### src/include/his_config.svh
`ifndef HIS_CONFIG_SVH
`define HIS_CONFIG_SVH

// time-bin address width, 16 bins
`define HIS_BIN_W 4
`define HIS_BIN_NUM 16

// bin count width, counts stop at all ones
`define HIS_CNT_W 8

// width of one counter limit
`define HIS_LIM_W 8

// limit defaults, each stored as the number minus one
// 4 samples per pixel, 4 pixels per frame, 2 frames per acquisition
`define HIS_DEF_SPP 3
`define HIS_DEF_PPF 3
`define HIS_DEF_FPA 1

`endif

### src/his_pkg.sv
`default_nettype none

`include "his_config.svh"

package his_pkg;

    // time-bin address of one photon sample
    typedef logic [`HIS_BIN_W-1:0] bin_addr_t;

    // count held in one histogram bin
    typedef logic [`HIS_CNT_W-1:0] bin_count_t;

    // counter limit, number minus one
    typedef logic [`HIS_LIM_W-1:0] lim_t;

    // limit select of a config word, code 3 unused
    typedef enum logic [1:0] {
        CFG_SPP = 2'd0,
        CFG_PPF = 2'd1,
        CFG_FPA = 2'd2
    } cfg_sel_t;

    // config word, select on top of the limit value
    typedef struct packed {
        cfg_sel_t sel;
        lim_t     lim;
    } cfg_word_t;

endpackage

`default_nettype wire

### src/his_hs_rx.sv
`timescale 1ns/1ps
`default_nettype none

module his_hs_rx #(
    parameter type payload_t = logic
) (
    input  logic     clk,
    input  logic     res,
    input  logic     req,
    input  payload_t data,
    output logic     ack,
    output logic     out_valid,
    output payload_t out_data,
    input  logic     out_ready
);

    logic take;

    // buffer counts as free when its item leaves in this same cycle
    // ack low means the previous transfer has fully closed
    assign take = req && !ack && (!out_valid || out_ready);

    // handshake and buffer state
    always_ff @(posedge clk or negedge res) begin
        if (!res) begin
            ack       <= 1'b0;
            out_valid <= 1'b0;
        end else begin
            if (out_valid && out_ready) begin
                out_valid <= 1'b0;
            end
            if (take) begin
                // capture and acknowledge together
                ack       <= 1'b1;
                out_valid <= 1'b1;
            end else if (!req && ack) begin
                // return to zero after requester lets go
                ack <= 1'b0;
            end
        end
    end

    // one-entry payload buffer
    always_ff @(posedge clk) begin
        if (take) begin
            out_data <= data;
        end
    end

endmodule

`default_nettype wire

### src/his_cfg_regs.sv
`timescale 1ns/1ps
`default_nettype none

`include "his_config.svh"

module his_cfg_regs (
    input  logic               clk,
    input  logic               res,
    input  logic               wr_valid,
    input  his_pkg::cfg_word_t wr_word,
    input  logic               acq_idle,
    output his_pkg::lim_t      spp,
    output his_pkg::lim_t      ppf,
    output his_pkg::lim_t      fpa
);

    import his_pkg::*;

    // written by the config port at any time
    lim_t spp_sh;
    lim_t ppf_sh;
    lim_t fpa_sh;

    // shadow side
    always_ff @(posedge clk or negedge res) begin
        if (!res) begin
            spp_sh <= lim_t'(`HIS_DEF_SPP);
            ppf_sh <= lim_t'(`HIS_DEF_PPF);
            fpa_sh <= lim_t'(`HIS_DEF_FPA);
        end else if (wr_valid) begin
            case (wr_word.sel)
                CFG_SPP: spp_sh <= wr_word.lim;
                CFG_PPF: ppf_sh <= wr_word.lim;
                CFG_FPA: fpa_sh <= wr_word.lim;
                // code 3 dropped
                default: ;
            endcase
        end
    end

    // active side, only moves between acquisitions
    always_ff @(posedge clk or negedge res) begin
        if (!res) begin
            spp <= lim_t'(`HIS_DEF_SPP);
            ppf <= lim_t'(`HIS_DEF_PPF);
            fpa <= lim_t'(`HIS_DEF_FPA);
        end else if (acq_idle) begin
            spp <= spp_sh;
            ppf <= ppf_sh;
            fpa <= fpa_sh;
        end
    end

endmodule

`default_nettype wire

### src/his_frame_seq.sv
`timescale 1ns/1ps
`default_nettype none

module his_frame_seq (
    input  logic          clk,
    input  logic          res,
    input  logic          samp_done,
    input  his_pkg::lim_t spp,
    input  his_pkg::lim_t ppf,
    input  his_pkg::lim_t fpa,
    input  logic          rd_busy,
    output logic          wr_bank,
    output logic          hold,
    output logic          acq_done,
    output logic          acq_idle
);

    import his_pkg::*;

    // samples in pixel, pixels in frame, frames in acquisition
    lim_t spp_cnt;
    lim_t ppf_cnt;
    lim_t fpa_cnt;
    logic spp_wrap;
    logic ppf_wrap;
    logic fpa_wrap;
    logic acq_end;

    assign spp_wrap = (spp_cnt == spp);
    assign ppf_wrap = (ppf_cnt == ppf);
    assign fpa_wrap = (fpa_cnt == fpa);

    // last sample of the last pixel of the last frame
    assign acq_end = samp_done && spp_wrap && ppf_wrap && fpa_wrap;

    // nested counters, each carry ripples outward
    always_ff @(posedge clk or negedge res) begin
        if (!res) begin
            spp_cnt <= '0;
            ppf_cnt <= '0;
            fpa_cnt <= '0;
        end else if (samp_done) begin
            if (!spp_wrap) begin
                spp_cnt <= spp_cnt + 1'b1;
            end else begin
                spp_cnt <= '0;
                if (!ppf_wrap) begin
                    ppf_cnt <= ppf_cnt + 1'b1;
                end else begin
                    ppf_cnt <= '0;
                    if (!fpa_wrap) begin
                        fpa_cnt <= fpa_cnt + 1'b1;
                    end else begin
                        fpa_cnt <= '0;
                    end
                end
            end
        end
    end

    // bank swap, or stall intake while the old bank still drains
    always_ff @(posedge clk or negedge res) begin
        if (!res) begin
            wr_bank  <= 1'b0;
            hold     <= 1'b0;
            acq_done <= 1'b0;
        end else begin
            acq_done <= 1'b0;
            if ((acq_end || hold) && !rd_busy) begin
                wr_bank  <= !wr_bank;
                acq_done <= 1'b1;
                hold     <= 1'b0;
            end else if (acq_end) begin
                hold <= 1'b1;
            end
        end
    end

    // between acquisitions, new limits may be loaded
    assign acq_idle = (spp_cnt == '0) && (ppf_cnt == '0) && (fpa_cnt == '0) && !hold;

endmodule

`default_nettype wire

### src/his_accum.sv
`timescale 1ns/1ps
`default_nettype none

`include "his_config.svh"

module his_accum (
    input  logic                clk,
    input  logic                res,
    input  logic                samp_valid,
    input  his_pkg::bin_addr_t  samp_bin,
    output logic                samp_ready,
    output logic                samp_done,
    input  logic                wr_bank,
    input  logic                hold,
    input  his_pkg::bin_addr_t  rd_addr,
    input  logic                rd_clear,
    output his_pkg::bin_count_t rd_data
);

    import his_pkg::*;

    // two banks of bin counts, ping-pong
    bin_count_t mem [0:1][0:`HIS_BIN_NUM-1];

    // stage 1 reads, stage 2 writes
    logic       s1_valid;
    bin_addr_t  s1_bin;
    logic       s2_valid;
    bin_addr_t  s2_bin;
    bin_count_t s2_count;
    bin_count_t s2_next;
    logic       accept;

    // one sample in flight at a time
    assign samp_ready = !s1_valid && !s2_valid && !hold;
    assign accept     = samp_valid && samp_ready;
    assign samp_done  = s2_valid;

    // saturating increment
    assign s2_next = (s2_count == '1) ? s2_count : s2_count + 1'b1;

    // pipeline valid bits
    always_ff @(posedge clk or negedge res) begin
        if (!res) begin
            s1_valid <= 1'b0;
            s2_valid <= 1'b0;
        end else begin
            s1_valid <= accept;
            s2_valid <= s1_valid;
        end
    end

    // bin address and read count along the pipeline
    always_ff @(posedge clk) begin
        if (accept) begin
            s1_bin <= samp_bin;
        end
        if (s1_valid) begin
            s2_bin   <= s1_bin;
            s2_count <= mem[wr_bank][s1_bin];
        end
    end

    // wr_bank cannot change while a sample is in flight
    // read port always sits on the other bank
    always_ff @(posedge clk or negedge res) begin
        if (!res) begin
            for (int b = 0; b < 2; b++) begin
                for (int i = 0; i < `HIS_BIN_NUM; i++) begin
                    mem[b][i] <= '0;
                end
            end
        end else begin
            if (s2_valid) begin
                mem[wr_bank][s2_bin] <= s2_next;
            end
            if (rd_clear) begin
                mem[!wr_bank][rd_addr] <= '0;
            end
        end
    end

    // finished bank, direct read
    assign rd_data = mem[!wr_bank][rd_addr];

endmodule

`default_nettype wire

### src/his_readout.sv
`timescale 1ns/1ps
`default_nettype none

`include "his_config.svh"

module his_readout (
    input  logic                clk,
    input  logic                res,
    input  logic                acq_done,
    output his_pkg::bin_addr_t  rd_addr,
    output logic                rd_clear,
    input  his_pkg::bin_count_t rd_data,
    output logic                rd_busy,
    output logic                out_req,
    output his_pkg::bin_addr_t  out_bin,
    output his_pkg::bin_count_t out_count,
    input  logic                out_ack
);

    import his_pkg::*;

    typedef enum logic [1:0] {
        RO_IDLE,
        RO_READ,
        RO_REQ,
        RO_ACK_LOW
    } ro_state_t;

    ro_state_t state;
    bin_addr_t addr;

    // walk bins 0 to last, one handshake per bin
    always_ff @(posedge clk or negedge res) begin
        if (!res) begin
            state   <= RO_IDLE;
            addr    <= '0;
            out_req <= 1'b0;
        end else begin
            case (state)
                RO_IDLE: begin
                    addr <= '0;
                    if (acq_done) begin
                        state <= RO_READ;
                    end
                end
                RO_READ: begin
                    out_req <= 1'b1;
                    state   <= RO_REQ;
                end
                RO_REQ: begin
                    if (out_ack) begin
                        out_req <= 1'b0;
                        state   <= RO_ACK_LOW;
                    end
                end
                RO_ACK_LOW: begin
                    // receiver must return to zero before next bin
                    if (!out_ack) begin
                        if (addr == bin_addr_t'(`HIS_BIN_NUM - 1)) begin
                            state <= RO_IDLE;
                        end else begin
                            addr  <= addr + 1'b1;
                            state <= RO_READ;
                        end
                    end
                end
                default: state <= RO_IDLE;
            endcase
        end
    end

    // count held stable while out_req is up
    always_ff @(posedge clk) begin
        if (state == RO_READ) begin
            out_count <= rd_data;
        end
    end

    assign rd_addr  = addr;
    assign out_bin  = addr;
    // bin zeroed in the cycle its word is acknowledged
    assign rd_clear = (state == RO_REQ) && out_ack;
    assign rd_busy  = (state != RO_IDLE);

endmodule

`default_nettype wire

### src/his_top.sv
`timescale 1ns/1ps
`default_nettype none

module his_top (
    input  logic                clk,
    input  logic                res,
    input  logic                samp_req,
    input  his_pkg::bin_addr_t  samp_bin,
    output logic                samp_ack,
    input  logic                cfg_req,
    input  his_pkg::cfg_word_t  cfg_data,
    output logic                cfg_ack,
    output logic                out_req,
    output his_pkg::bin_addr_t  out_bin,
    output his_pkg::bin_count_t out_count,
    input  logic                out_ack,
    output logic                his_num
);

    import his_pkg::*;

    // sample path
    logic       samp_valid;
    bin_addr_t  samp_data;
    logic       samp_ready;
    logic       samp_done;

    // config path
    logic       cfg_valid;
    cfg_word_t  cfg_word;
    lim_t       spp;
    lim_t       ppf;
    lim_t       fpa;
    logic       acq_idle;

    // sequencing and readout
    logic       hold;
    logic       acq_done;
    logic       rd_busy;
    bin_addr_t  rd_addr;
    logic       rd_clear;
    bin_count_t rd_data;

    his_hs_rx #(.payload_t(bin_addr_t)) u_samp_rx (
        .clk(clk), .res(res), .req(samp_req), .data(samp_bin), .ack(samp_ack),
        .out_valid(samp_valid), .out_data(samp_data), .out_ready(samp_ready)
    );

    // config registers take a word every cycle
    his_hs_rx #(.payload_t(cfg_word_t)) u_cfg_rx (
        .clk(clk), .res(res), .req(cfg_req), .data(cfg_data), .ack(cfg_ack),
        .out_valid(cfg_valid), .out_data(cfg_word), .out_ready(1'b1)
    );

    his_cfg_regs u_cfg_regs (
        .clk(clk), .res(res), .wr_valid(cfg_valid), .wr_word(cfg_word),
        .acq_idle(acq_idle), .spp(spp), .ppf(ppf), .fpa(fpa)
    );

    // his_num is the bank being filled
    his_frame_seq u_frame_seq (
        .clk(clk), .res(res), .samp_done(samp_done), .spp(spp), .ppf(ppf), .fpa(fpa),
        .rd_busy(rd_busy), .wr_bank(his_num), .hold(hold), .acq_done(acq_done),
        .acq_idle(acq_idle)
    );

    his_accum u_accum (
        .clk(clk), .res(res), .samp_valid(samp_valid), .samp_bin(samp_data),
        .samp_ready(samp_ready), .samp_done(samp_done), .wr_bank(his_num), .hold(hold),
        .rd_addr(rd_addr), .rd_clear(rd_clear), .rd_data(rd_data)
    );

    his_readout u_readout (
        .clk(clk), .res(res), .acq_done(acq_done), .rd_addr(rd_addr), .rd_clear(rd_clear),
        .rd_data(rd_data), .rd_busy(rd_busy), .out_req(out_req), .out_bin(out_bin),
        .out_count(out_count), .out_ack(out_ack)
    );

endmodule

`default_nettype wire

### config.mk
export PLATFORM = sky130hd
export DESIGN_NAME = his_top
export DESIGN_NICKNAME = d
export VERILOG_FILES = /design/src/his_pkg.sv /design/src/his_hs_rx.sv /design/src/his_cfg_regs.sv /design/src/his_frame_seq.sv /design/src/his_accum.sv /design/src/his_readout.sv /design/src/his_top.sv
export VERILOG_INCLUDE_DIRS = /design/src /design/src/include
export SDC_FILE = /design/constraint.sdc
export NUM_CORES = 1
export LEC_CHECK = 0
export BUFFER_PORTS_ARGS = -buffer_cell sky130_fd_sc_hd__buf_2
export CAP_MARGIN = 20
export CORE_MARGIN = 2
export CORE_UTILIZATION = 40
export CTS_BUF_LIST = sky130_fd_sc_hd__clkbuf_2
export CTS_CLUSTER_DIAMETER = 50
export DETAILED_ROUTE_END_ITERATION = 7
export SLEW_MARGIN = 10
export SYNTH_ARGS = -nofsm -noshare
export SYNTH_HDL_FRONTEND = slang
export SYNTH_SLANG_ARGS = --single-unit
### constraint.sdc
create_clock -name clk -period 2.2 [get_ports clk]
set_input_delay 0.22 -clock clk [delete_from_list [all_inputs] [get_ports clk]]
set_output_delay 0.22 -clock clk [all_outputs]
set_load 0.01 [all_outputs]
==> impl_table.tex, run 1 <==
\begin{tabular}{lr}
\hline
Metric & Value \\
\hline
\multicolumn{2}{l}{\textbf{Synthesis}} \\
Number of distinct library cells after synthesis & 50 \\
Ys flop type & sky130\_fd\_sc\_hd\_\_dfrtp\_1 \\
Number of warnings issued by yosys & 0 \\
Library cell occupying the most area in the post-synthesis netlist & sky130\_fd\_sc\_hd\_\_dfrtp\_1 \\
Count of flip-flops with a built-in enable after synthesis & 38 \\
Register bit total from synthesis & 382 \\
Net Count, Synth & 1643 \\
Synthesized instance count & 1607 \\
Sequential element share of the synthesized area & about half \\
Asr flop ratio synth & approximately nine tenths \\
Area contributors post-synth & sky130\_fd\_sc\_hd\_\_dfrtp\_1 42\%, sky130\_fd\_sc\_hd\_\_mux4\_2 18\%, sky130\_fd\_sc\_hd\_\_mux2i\_1 6.6\%, sky130\_fd\_sc\_hd\_\_edfxtp\_1 5.7\%, sky130\_fd\_sc\_hd\_\_nor2\_1 5.5\% \\
Area share of the largest cell type after synthesis & 41.9\% \\
Post-synthesis instance area & between 15000 and 20000 um2 \\
Post-synthesis area per instance & 12.4 um2 \\
\multicolumn{2}{l}{\textbf{STA}} \\
Final count of pins violating max slew & 0 \\
Share of the clock period used by the worst path after layout & 108\% \\
Highest Clock Rate & $\sim$420 MHz \\
Setup violations, final & 18 \\
Setup slack after layout & -0.181 ns \\
Post-layout min period & 2.38 ns \\
Worst slew pin tran & 0.739 ns \\
Setup repair after global routing missed its margin & yes \\
Final Hold Viols & 0 \\
Worst slew slack as a fraction of its limit & 50.8\% \\
Final Skew & 0.121 ns \\
Worst hold-check slack & 0.166 ns \\
\multicolumn{2}{l}{\textbf{Clock network}} \\
Clock Sinks & 382 \\
Worst skew pair latency & 1.18 ns \\
Number of buffers between clock root and the deepest sink & 3 \\
TritonCTS clock tree & done \\
Clock buffer count from CTS & 101 \\
Clock Tree Root & sky130\_fd\_sc\_hd\_\_clkbuf\_2 \\
Htree depth & 3 \\
Reg clk slew, reported paths & 0.10 ns \\
\multicolumn{2}{l}{\textbf{Placement}} \\
Placed wire-length estimate & 45.8 mm \\
Worst slack at placement & -0.151 ns \\
Count of buffers inserted at the top-level ports & 34 \\
Placer congestion estimate & between 0.9 and 1 \\
Area post-placement & 22000 um2 \\
\multicolumn{2}{l}{\textbf{Final layout}} \\
Number of inserted filler cells in the final layout & 4292 \\
Number of nets in the final layout & around 1900 \\
Layout overhead on the synthesized area & 22.9\% \\
Commonest cells after routing, fill and taps aside & 329 x sky130\_fd\_sc\_hd\_\_dfrtp\_1, 290 x sky130\_fd\_sc\_hd\_\_nor2\_1, 160 x sky130\_fd\_sc\_hd\_\_mux4\_2 \\
Fraction of the core area covered by cells at the end of the flow & between 40\% and 50\% \\
Storage element area & 9770 um2 \\
Share of post-route cells with drive strength above 1 & 34.8\% \\
Area of combinational cells with multiple inputs & 9730 um2 \\
Leading cell type in the layout, fill and taps excluded & sky130\_fd\_sc\_hd\_\_dfrtp\_1 \\
Final Instance Area & 24500 um2 \\
\multicolumn{2}{l}{\textbf{Power and ir drop}} \\
Max rail drop VDD & 685 uV \\
Sum of internal, switching and leakage power & 35000 uW \\
Power Dens Cells & 1430 nW/um2 \\
Leakage power summed over all cells & about 0.0093 uW \\
\multicolumn{2}{l}{\textbf{Critical path}} \\
Data arrival time of the worst path & 3.24 ns \\
Critical path endpoint category & register \\
R2r setup slk & -0.18 ns \\
Ordered cell list for the critical path & buf\_12, buf\_16, mux4\_2, mux4\_2, mux2\_2 \\
Data required time of the critical path & 3.06 ns \\
Startpoint type of the worst setup path & register \\
Start-to-end type of the worst setup path & reg -> reg \\
Cell type of the slowest stage on the worst timing path & sky130\_fd\_sc\_hd\_\_mux4\_2 \\
Critical Path Fanout Max & 7 \\
Crit-path most repeated cell & sky130\_fd\_sc\_hd\_\_mux4\_2 \\
Largest stage delay on the critical path & around 0.52 ns \\
\multicolumn{2}{l}{\textbf{Floorplan}} \\
Std-Cell Rows & between 80 and 90 \\
Area inside the core boundary & 49200 um2 \\
Starting density of the core & 40.6\% \\
Area enclosed by the die boundary & between 50000 and 60000 um2 \\
Die Span X & between 200 and 250 um \\
Boundary Pins & 35 \\
Die Y & 227 um \\
\multicolumn{2}{l}{\textbf{Route}} \\
Wire per inst & between 20 and 30 um \\
Number of DRC violations after detailed-routing iteration 0 & roughly 1800 \\
Post-route ant nets & 0 \\
DRC violation count after routing & 0 \\
Total via count after detailed routing & 15500 \\
Number of vias per cell after detailed routing & about 6 \\
Number of iterations in the first detailed-routing pass & 7 \\
Routed Wire Length & 66.3 mm \\
\multicolumn{2}{l}{\textbf{Run status}} \\
Run status & complete, but fails checks \\
Failing checks & setup timing \\
\multicolumn{2}{l}{\textbf{Global routing}} \\
Global-route wire length before repair & 97.8 mm \\
Overall fraction of global-route tracks in use & 26.0\% \\
Largest net degree at the start of global routing & 72 \\
Number of global-route vias before repair & 15000 \\
Global route total overflow & 0 \\
Number of antenna violations at the first check in global routing & 2 \\
\multicolumn{2}{l}{\textbf{Job}} \\
Reported max-cap violation count & 0 \\
\multicolumn{2}{l}{\textbf{Hold path}} \\
Class of the tightest hold or removal check & in -> reg \\
\hline
\end{tabular}
==> Yosys cell counts, types with 23 or more instances <==
library cell	count
sky130_fd_sc_hd__a211oi_1	98
sky130_fd_sc_hd__a21oi_1	42
sky130_fd_sc_hd__buf_1	23
sky130_fd_sc_hd__buf_2	49
sky130_fd_sc_hd__clkbuf_1	49
sky130_fd_sc_hd__dfrtp_1	334
sky130_fd_sc_hd__edfxtp_1	38
sky130_fd_sc_hd__mux2_1	24
sky130_fd_sc_hd__mux2_2	44
sky130_fd_sc_hd__mux2i_1	131
sky130_fd_sc_hd__mux4_2	160
sky130_fd_sc_hd__nand2_1	59
sky130_fd_sc_hd__nor2_1	294
sky130_fd_sc_hd__o21ai_0	47
==> critical path: cells and delay by family, from the launching register on <==
family | cells | cell delay (ns)
buf+inv | 2 | 0.31
mux | 3 | 1.32
flops | 1 | 0.49
==> sequential cells by signal, summed over array words and instances (netlist names), 2 cells and up <==
signal,cells
u_cfg_regs.spp_sh,8
u_frame_seq.spp_cnt,8
u_readout.state,2
u_accum.s2_bin,4
u_accum.s1_bin,4
u_cfg_rx.out_data,10
u_cfg_regs.fpa_sh,8
u_cfg_regs.ppf,8
u_frame_seq.ppf_cnt,8
u_cfg_regs.fpa,8
u_cfg_regs.ppf_sh,8
u_samp_rx.out_data,4
u_frame_seq.fpa_cnt,8
u_accum.mem,256
u_cfg_regs.spp,8
u_accum.s2_count,8
u_readout.out_bin,4
u_readout.out_count,8
==> worst paths after layout <==
kind / startpoint / to / cells past startpoint
max in group asynchronous: res / u_accum.mem[22] / 5
worst max-delay path: u_frame_seq.wr_bank / u_accum.s2_count[5] / 5
worst min-delay path: out_ack / u_readout.out_bin[2] / 6
worst min register to register: u_samp_rx.out_data[3] / u_accum.s1_bin[3] / 0
min in group asynchronous: res / u_accum.mem[95] / 4
worst max register to register: u_frame_seq.wr_bank / u_accum.s2_count[5] / 5
==> repair_timing <==
| item | CTS | global route |
|---|---|---|
| resized for setup | 30 | 58 |
| gates cloned | 9 | 9 |
| hold buffers | 37 | 0 |
| endpoints found under the hold margin | 469 | 0 |
| endpoints found under the setup margin | 42 | 160 |
| pin swaps | 0 | 3 |
| buffers inserted | 16 | 30 |
==> area by class of cell <==
class                           count  area share, %
Sequential cell                   382           39.8
Inverter                           20          0.306
Clock inverter                     38           1.10
Antenna cell                        3         0.0306
Timing Repair Buffer              296           12.7
Multi-Input combinational cell   1078           39.7
Tap cell                          664           3.39
Clock buffer                      145           2.96
==> per-stage QoR <==
step	std cells	setup TNS, ns
2_1_floorplan	1607	-1.24
4_1_cts	2584	-2.69
3_5_place_dp	2339	-1.84
6_report	2626	-2.46
5_1_grt	2626	-3.43
3_3_place_gp	2339	-1.98
==> where the power goes <==
| group | internal [uW] | leakage (uW) | switching, uW | total [uW] |
|---|---|---|---|---|
| Sequential | 10000 | 0.00398 | 3220 | 13200 |
| Combinational | 8910 | 0.00459 | 7430 | 16300 |
| Clock | 2200 | 0.000739 | 3230 | 5430 |
| Total | 21100 | 0.00931 | 13900 | 35000 |
==> logic make-up (layout without fill, tap and decap cells) <==
kind of cell / count (synthesis) / in the layout / synth area share (%)
adder cells (fa/ha/maj): 17 / 17 / 1.07
AO/OA/AOI/OAI: 215 / 215 / 6.99
AND/OR/NAND/NOR: 456 / 456 / 9.98
XOR/XNOR: 31 / 31 / 1.36
multiplexers: 359 / 359 / 28.4
other: 0 / 3 / 0
buffers and inverters: 147 / 499 / 3.26
flip-flops: 382 / 382 / 48.9
==> layer usage <==
metal / GRT usage [%] / vias to the layer above / routed length (um)
met5: 0 / - / 0
met4: 11.4 / 0 / 3170
met3: 7.10 / 186 / 7240
met2: 39.5 / 956 / 30100
met1: 35.1 / 7813 / 25800
li1: - / 6554 / -
No activity file was read; power rests on OpenSTA's default activity.
==> inputs of run 2 (changes only) <==
ABC_AREA = 1   (was not set)
==> run 2 against run 1 <==
  * The run still ends with setup timing left
  * First-iteration DRC count up 35%
  * Sequential cell count unchanged
  * Count of clock-buffer cells in the layout is 14 higher
  * Critical path depth up 2
  * Non-clock buffer count shrank 101
  * Largest power group unchanged
  * Utilization decreased by 3.1 points
  * Global-route usage up 1.1 points
  * Worst hold slack lost 0.061 ns
  * Sequential share of layout area up 0.60 points
==> impl_table.tex, run 2 <==
\begin{tabular}{lr}
\hline
Metric & Value \\
\hline
\multicolumn{2}{l}{\textbf{Clock network}} \\
Number of buffers between clock root and the deepest sink & 3 (unchanged) \\
TritonCTS clock tree & done \\
Clock buffer count from CTS & 106 (+5.0\%) \\
Clock Sinks & 382 (unchanged) \\
Reg clk slew, reported paths & 0.12 ns (+0.02 ns) \\
Clock Tree Root & sky130\_fd\_sc\_hd\_\_clkbuf\_2 \\
Htree depth & 3 (unchanged) \\
Worst skew pair latency & 1.20 ns (+0.02 ns) \\
\multicolumn{2}{l}{\textbf{Final layout}} \\
Share of post-route cells with drive strength above 1 & 14.7\% (-20 points) \\
Fraction of the core area covered by cells at the end of the flow & 46.8\% (-3.1 points) \\
Commonest cells after routing, fill and taps aside & 524 x sky130\_fd\_sc\_hd\_\_o21ai\_0, 356 x sky130\_fd\_sc\_hd\_\_nor2\_1, 331 x sky130\_fd\_sc\_hd\_\_dfrtp\_1 \\
Flip-flop count of the largest register, all copies and words added & 256 (unchanged) \\
Number of inserted filler cells in the final layout & 5077 (+18\%) \\
Biggest regs & u\_accum.mem (256), u\_cfg\_rx.out\_data (10) \\
Leading cell type in the layout, fill and taps excluded & sky130\_fd\_sc\_hd\_\_o21ai\_0 \\
Register with the highest flop count & u\_accum.mem \\
Number of nets in the final layout & 2812 (+47\%) \\
Layout overhead on the synthesized area & 15.0\% \\
\multicolumn{2}{l}{\textbf{Floorplan}} \\
Starting density of the core & 40.7\% (+0.071 points) \\
Die Span X & 233 um (+2.5\%) \\
Die Y & 233 um (+2.5\%) \\
Std-Cell Rows & 83 (+2.5\%) \\
Area enclosed by the die boundary & 54400 um2 (+5.1\%) \\
Area inside the core boundary & 51600 um2 (+5.0\%) \\
Boundary Pins & 35 (unchanged) \\
\multicolumn{2}{l}{\textbf{Critical path}} \\
Critical Path Fanout Max & 24 (+17) \\
Startpoint of the worst-slack reg-to-reg timing path & u\_frame\_seq.wr\_bank \\
Endpoint of the lowest-slack register-to-register path & u\_readout.out\_count[1] \\
Data required time of the critical path & 3.00 ns (-0.06 ns) \\
Number of cells traversed by the worst register-to-register path & 7 (+2) \\
Startpoint type of the worst setup path & register \\
Critical path destination & u\_readout.out\_count[1] \\
Start-to-end type of the worst setup path & reg -> reg \\
R2r setup slk & -0.05 ns (+0.13 ns) \\
Data arrival time of the worst path & 3.04 ns (-0.20 ns) \\
Critical path endpoint category & register \\
Start point of the critical path & u\_frame\_seq.wr\_bank \\
\multicolumn{2}{l}{\textbf{STA}} \\
Share of the clock period used by the worst path after layout & 102\% (-6.1 points) \\
Worst slew slack as a fraction of its limit & 49.9\% (-0.84 points) \\
Setup slack after layout & -0.0480 ns (+0.133 ns) \\
Highest Clock Rate & 445 MHz (+5.9\%) \\
Setup repair after global routing missed its margin & yes \\
Final count of pins violating max slew & 0 (unchanged) \\
Final Skew & 0.131 ns (+0.0105 ns) \\
Post-layout min period & 2.25 ns (-0.133 ns) \\
Worst slew pin tran & 0.751 ns (+0.0126 ns) \\
Final Hold Viols & 0 (unchanged) \\
Worst hold-check slack & 0.105 ns (-0.0607 ns) \\
Fin Setup TNS & -0.134 ns (+2.33 ns) \\
Setup violations, final & 4 (-14) \\
\multicolumn{2}{l}{\textbf{Synthesis}} \\
Most frequent cells after synthesis & 539 x sky130\_fd\_sc\_hd\_\_o21ai\_0, 362 x sky130\_fd\_sc\_hd\_\_nor2\_1, 334 x sky130\_fd\_sc\_hd\_\_dfrtp\_1 \\
Area share of the largest cell type after synthesis & 39.8\% (-2.1 points) \\
Most numerous cell in the Yosys netlist & sky130\_fd\_sc\_hd\_\_o21ai\_0 \\
Post-synthesis instance area & 21000 um2 (+5.2\%) \\
Ys flop type & sky130\_fd\_sc\_hd\_\_dfrtp\_1 \\
Post-synthesis area per instance & 7.93 um2 (-36\%) \\
Asr flop ratio synth & 90.1\% (unchanged) \\
Number of distinct library cells after synthesis & 43 (-14\%) \\
Area contributors post-synth & sky130\_fd\_sc\_hd\_\_dfrtp\_1 40\%, sky130\_fd\_sc\_hd\_\_o21ai\_0 13\%, sky130\_fd\_sc\_hd\_\_nor2\_1 6.5\%, sky130\_fd\_sc\_hd\_\_a21oi\_1 6.1\%, sky130\_fd\_sc\_hd\_\_inv\_1 5.8\% \\
Sequential element share of the synthesized area & 46.5\% (-2.4 points) \\
Net Count, Synth & 2683 (+63\%) \\
Count of flip-flops with a built-in enable after synthesis & 38 (unchanged) \\
Library cell occupying the most area in the post-synthesis netlist & sky130\_fd\_sc\_hd\_\_dfrtp\_1 \\
Synthesized instance count & 2647 (+65\%) \\
Number of warnings issued by yosys & 0 (unchanged) \\
Register bit total from synthesis & 382 (unchanged) \\
\multicolumn{2}{l}{\textbf{Global routing}} \\
Largest net degree at the start of global routing & 77 (+6.9\%) \\
Global route total overflow & 0 (unchanged) \\
Global-route wire length before repair & 113 mm (+15\%) \\
Overall fraction of global-route tracks in use & 27.1\% (+1.1 points) \\
Number of global-route vias before repair & 19400 (+29\%) \\
Number of antenna violations at the first check in global routing & 1 (-1) \\
\multicolumn{2}{l}{\textbf{Run status}} \\
Run status & complete, but fails checks \\
Failing checks & setup timing \\
\multicolumn{2}{l}{\textbf{Placement}} \\
Count of buffers inserted at the top-level ports & 34 (unchanged) \\
Placer congestion estimate & 0.905 (-8.8\%) \\
Placed wire-length estimate & 48.2 mm (+5.2\%) \\
\multicolumn{2}{l}{\textbf{Route}} \\
DRC violation count after routing & 0 (unchanged) \\
Number of vias per cell after detailed routing & 5.69 (-3.6\%) \\
Total via count after detailed routing & 20200 (+30\%) \\
Number of iterations in the first detailed-routing pass & 6 (-1) \\
Number of DRC violations after detailed-routing iteration 0 & 2417 (+35\%) \\
Routed Wire Length & 73.5 mm (+11\%) \\
Wire per inst & 20.7 um (-18\%) \\
Post-route ant nets & 0 (unchanged) \\
\multicolumn{2}{l}{\textbf{Power and ir drop}} \\
Power Dens Cells & 1400 nW/um2 (-1.5\%) \\
Sum of internal, switching and leakage power & 33900 uW (-3.1\%) \\
Leakage power summed over all cells & 0.0109 uW (+17\%) \\
Max rail drop VDD & 648 uV (-5.3\%) \\
\multicolumn{2}{l}{\textbf{Hold path}} \\
Class of the tightest hold or removal check & in -> async \\
\multicolumn{2}{l}{\textbf{Job}} \\
Reported max-cap violation count & 0 (unchanged) \\
\hline
\end{tabular}
run 2: changes by cell type after synthesis, sizes merged, moves of 68 or more:
cell	delta
a211oi	-82
nand2	+100
nor2	+87
o211ai	+98
mux2	-68
a21oi	+213
inv	+321
o21ai	+521
mux2i	-131
mux4	-160
run 2: layout make-up:
class / instances / area, um2 / area share, %
inverters: 341 / 1300 / 5.36
clock buffers: 159 / 796 / 3.29
repair buffers: 195 / 2050 / 8.50
diodes: 2 / 5.00 / 0.0207
flip-flops and latches: 382 / 9770 / 40.4
well taps: 680 / 851 / 3.52
clock inverters: 38 / 195 / 0.808
multi-input cells: 1750 / 9200 / 38.1
run 2: logic make-up (layout without fill, tap and decap cells):
family          Yosys count  in the layout  synth area share, %
buf+inv                 515            733                 10.1
xor+xnor                 29             29                 1.25
compound gates         1056           1056                 28.0
fa+ha+maj                17             17                 1.01
flops                   382            382                 46.5
other cells               0              2                    0
simple gates            648            648                 13.1
run 2: how the worst min path moves through the flow:
stage | end | slack, ns | cells past startpoint
finish | u_accum.mem[1] | 0.11 | 4
global route | u_accum.mem[144] | 0.12 | 4
CTS | u_accum.mem[1] | 0.01 | 4
detailed placement | u_accum.mem[14] | 0.15 | 1
global placement | u_accum.mem[14] | 0.15 | 1
floorplan | u_accum.mem[0] | -0.08 | 0
run 2: repair_timing:
action	CTS	global route
hold endpoints to repair	456	0
endpoints found under the setup margin	7	43
cloned	5	3
hold buffers	37	0
gates resized for setup	23	25
pin swaps	6	9
buffers inserted	5	1
run 2: worst max-delay path: stages, from the launching register on:
cell and delay, ns:
sky130_fd_sc_hd__dfrtp_4 0.53, sky130_fd_sc_hd__buf_12 0.17, sky130_fd_sc_hd__buf_12 0.17, sky130_fd_sc_hd__buf_16 0.18, sky130_fd_sc_hd__o21ai_2 0.16, sky130_fd_sc_hd__o21ai_1 0.10, sky130_fd_sc_hd__o211ai_1 0.27, sky130_fd_sc_hd__nand4_1 0.22
run 2: report_power, final:
group          switching [uW]  internal [uW]
Combinational           10500           6010
Sequential               2060           9980
Clock                    3340           2080
Total                   15900          18100
run 2: stage by stage:
step                area [um2]  setup WS, ns  instances
finish                   24200       -0.0480       3547
global route             24200       -0.0353       3546
CTS                      24000        -0.130       3541
detailed placement       22400        0.0720       3297
global placement         22400        0.0631       3297
floorplan                21000         0.401       2647
run 2: routing by layer:
layer | routed length (um) | global-route usage (%) | up-vias
met3 | 7280 | 5.88 | 158
met4 | 2700 | 12.4 | 0
met5 | 0 | 0 | -
met2 | 31500 | 39.3 | 1051
li1 | - | - | 9318
met1 | 31900 | 38.5 | 9659
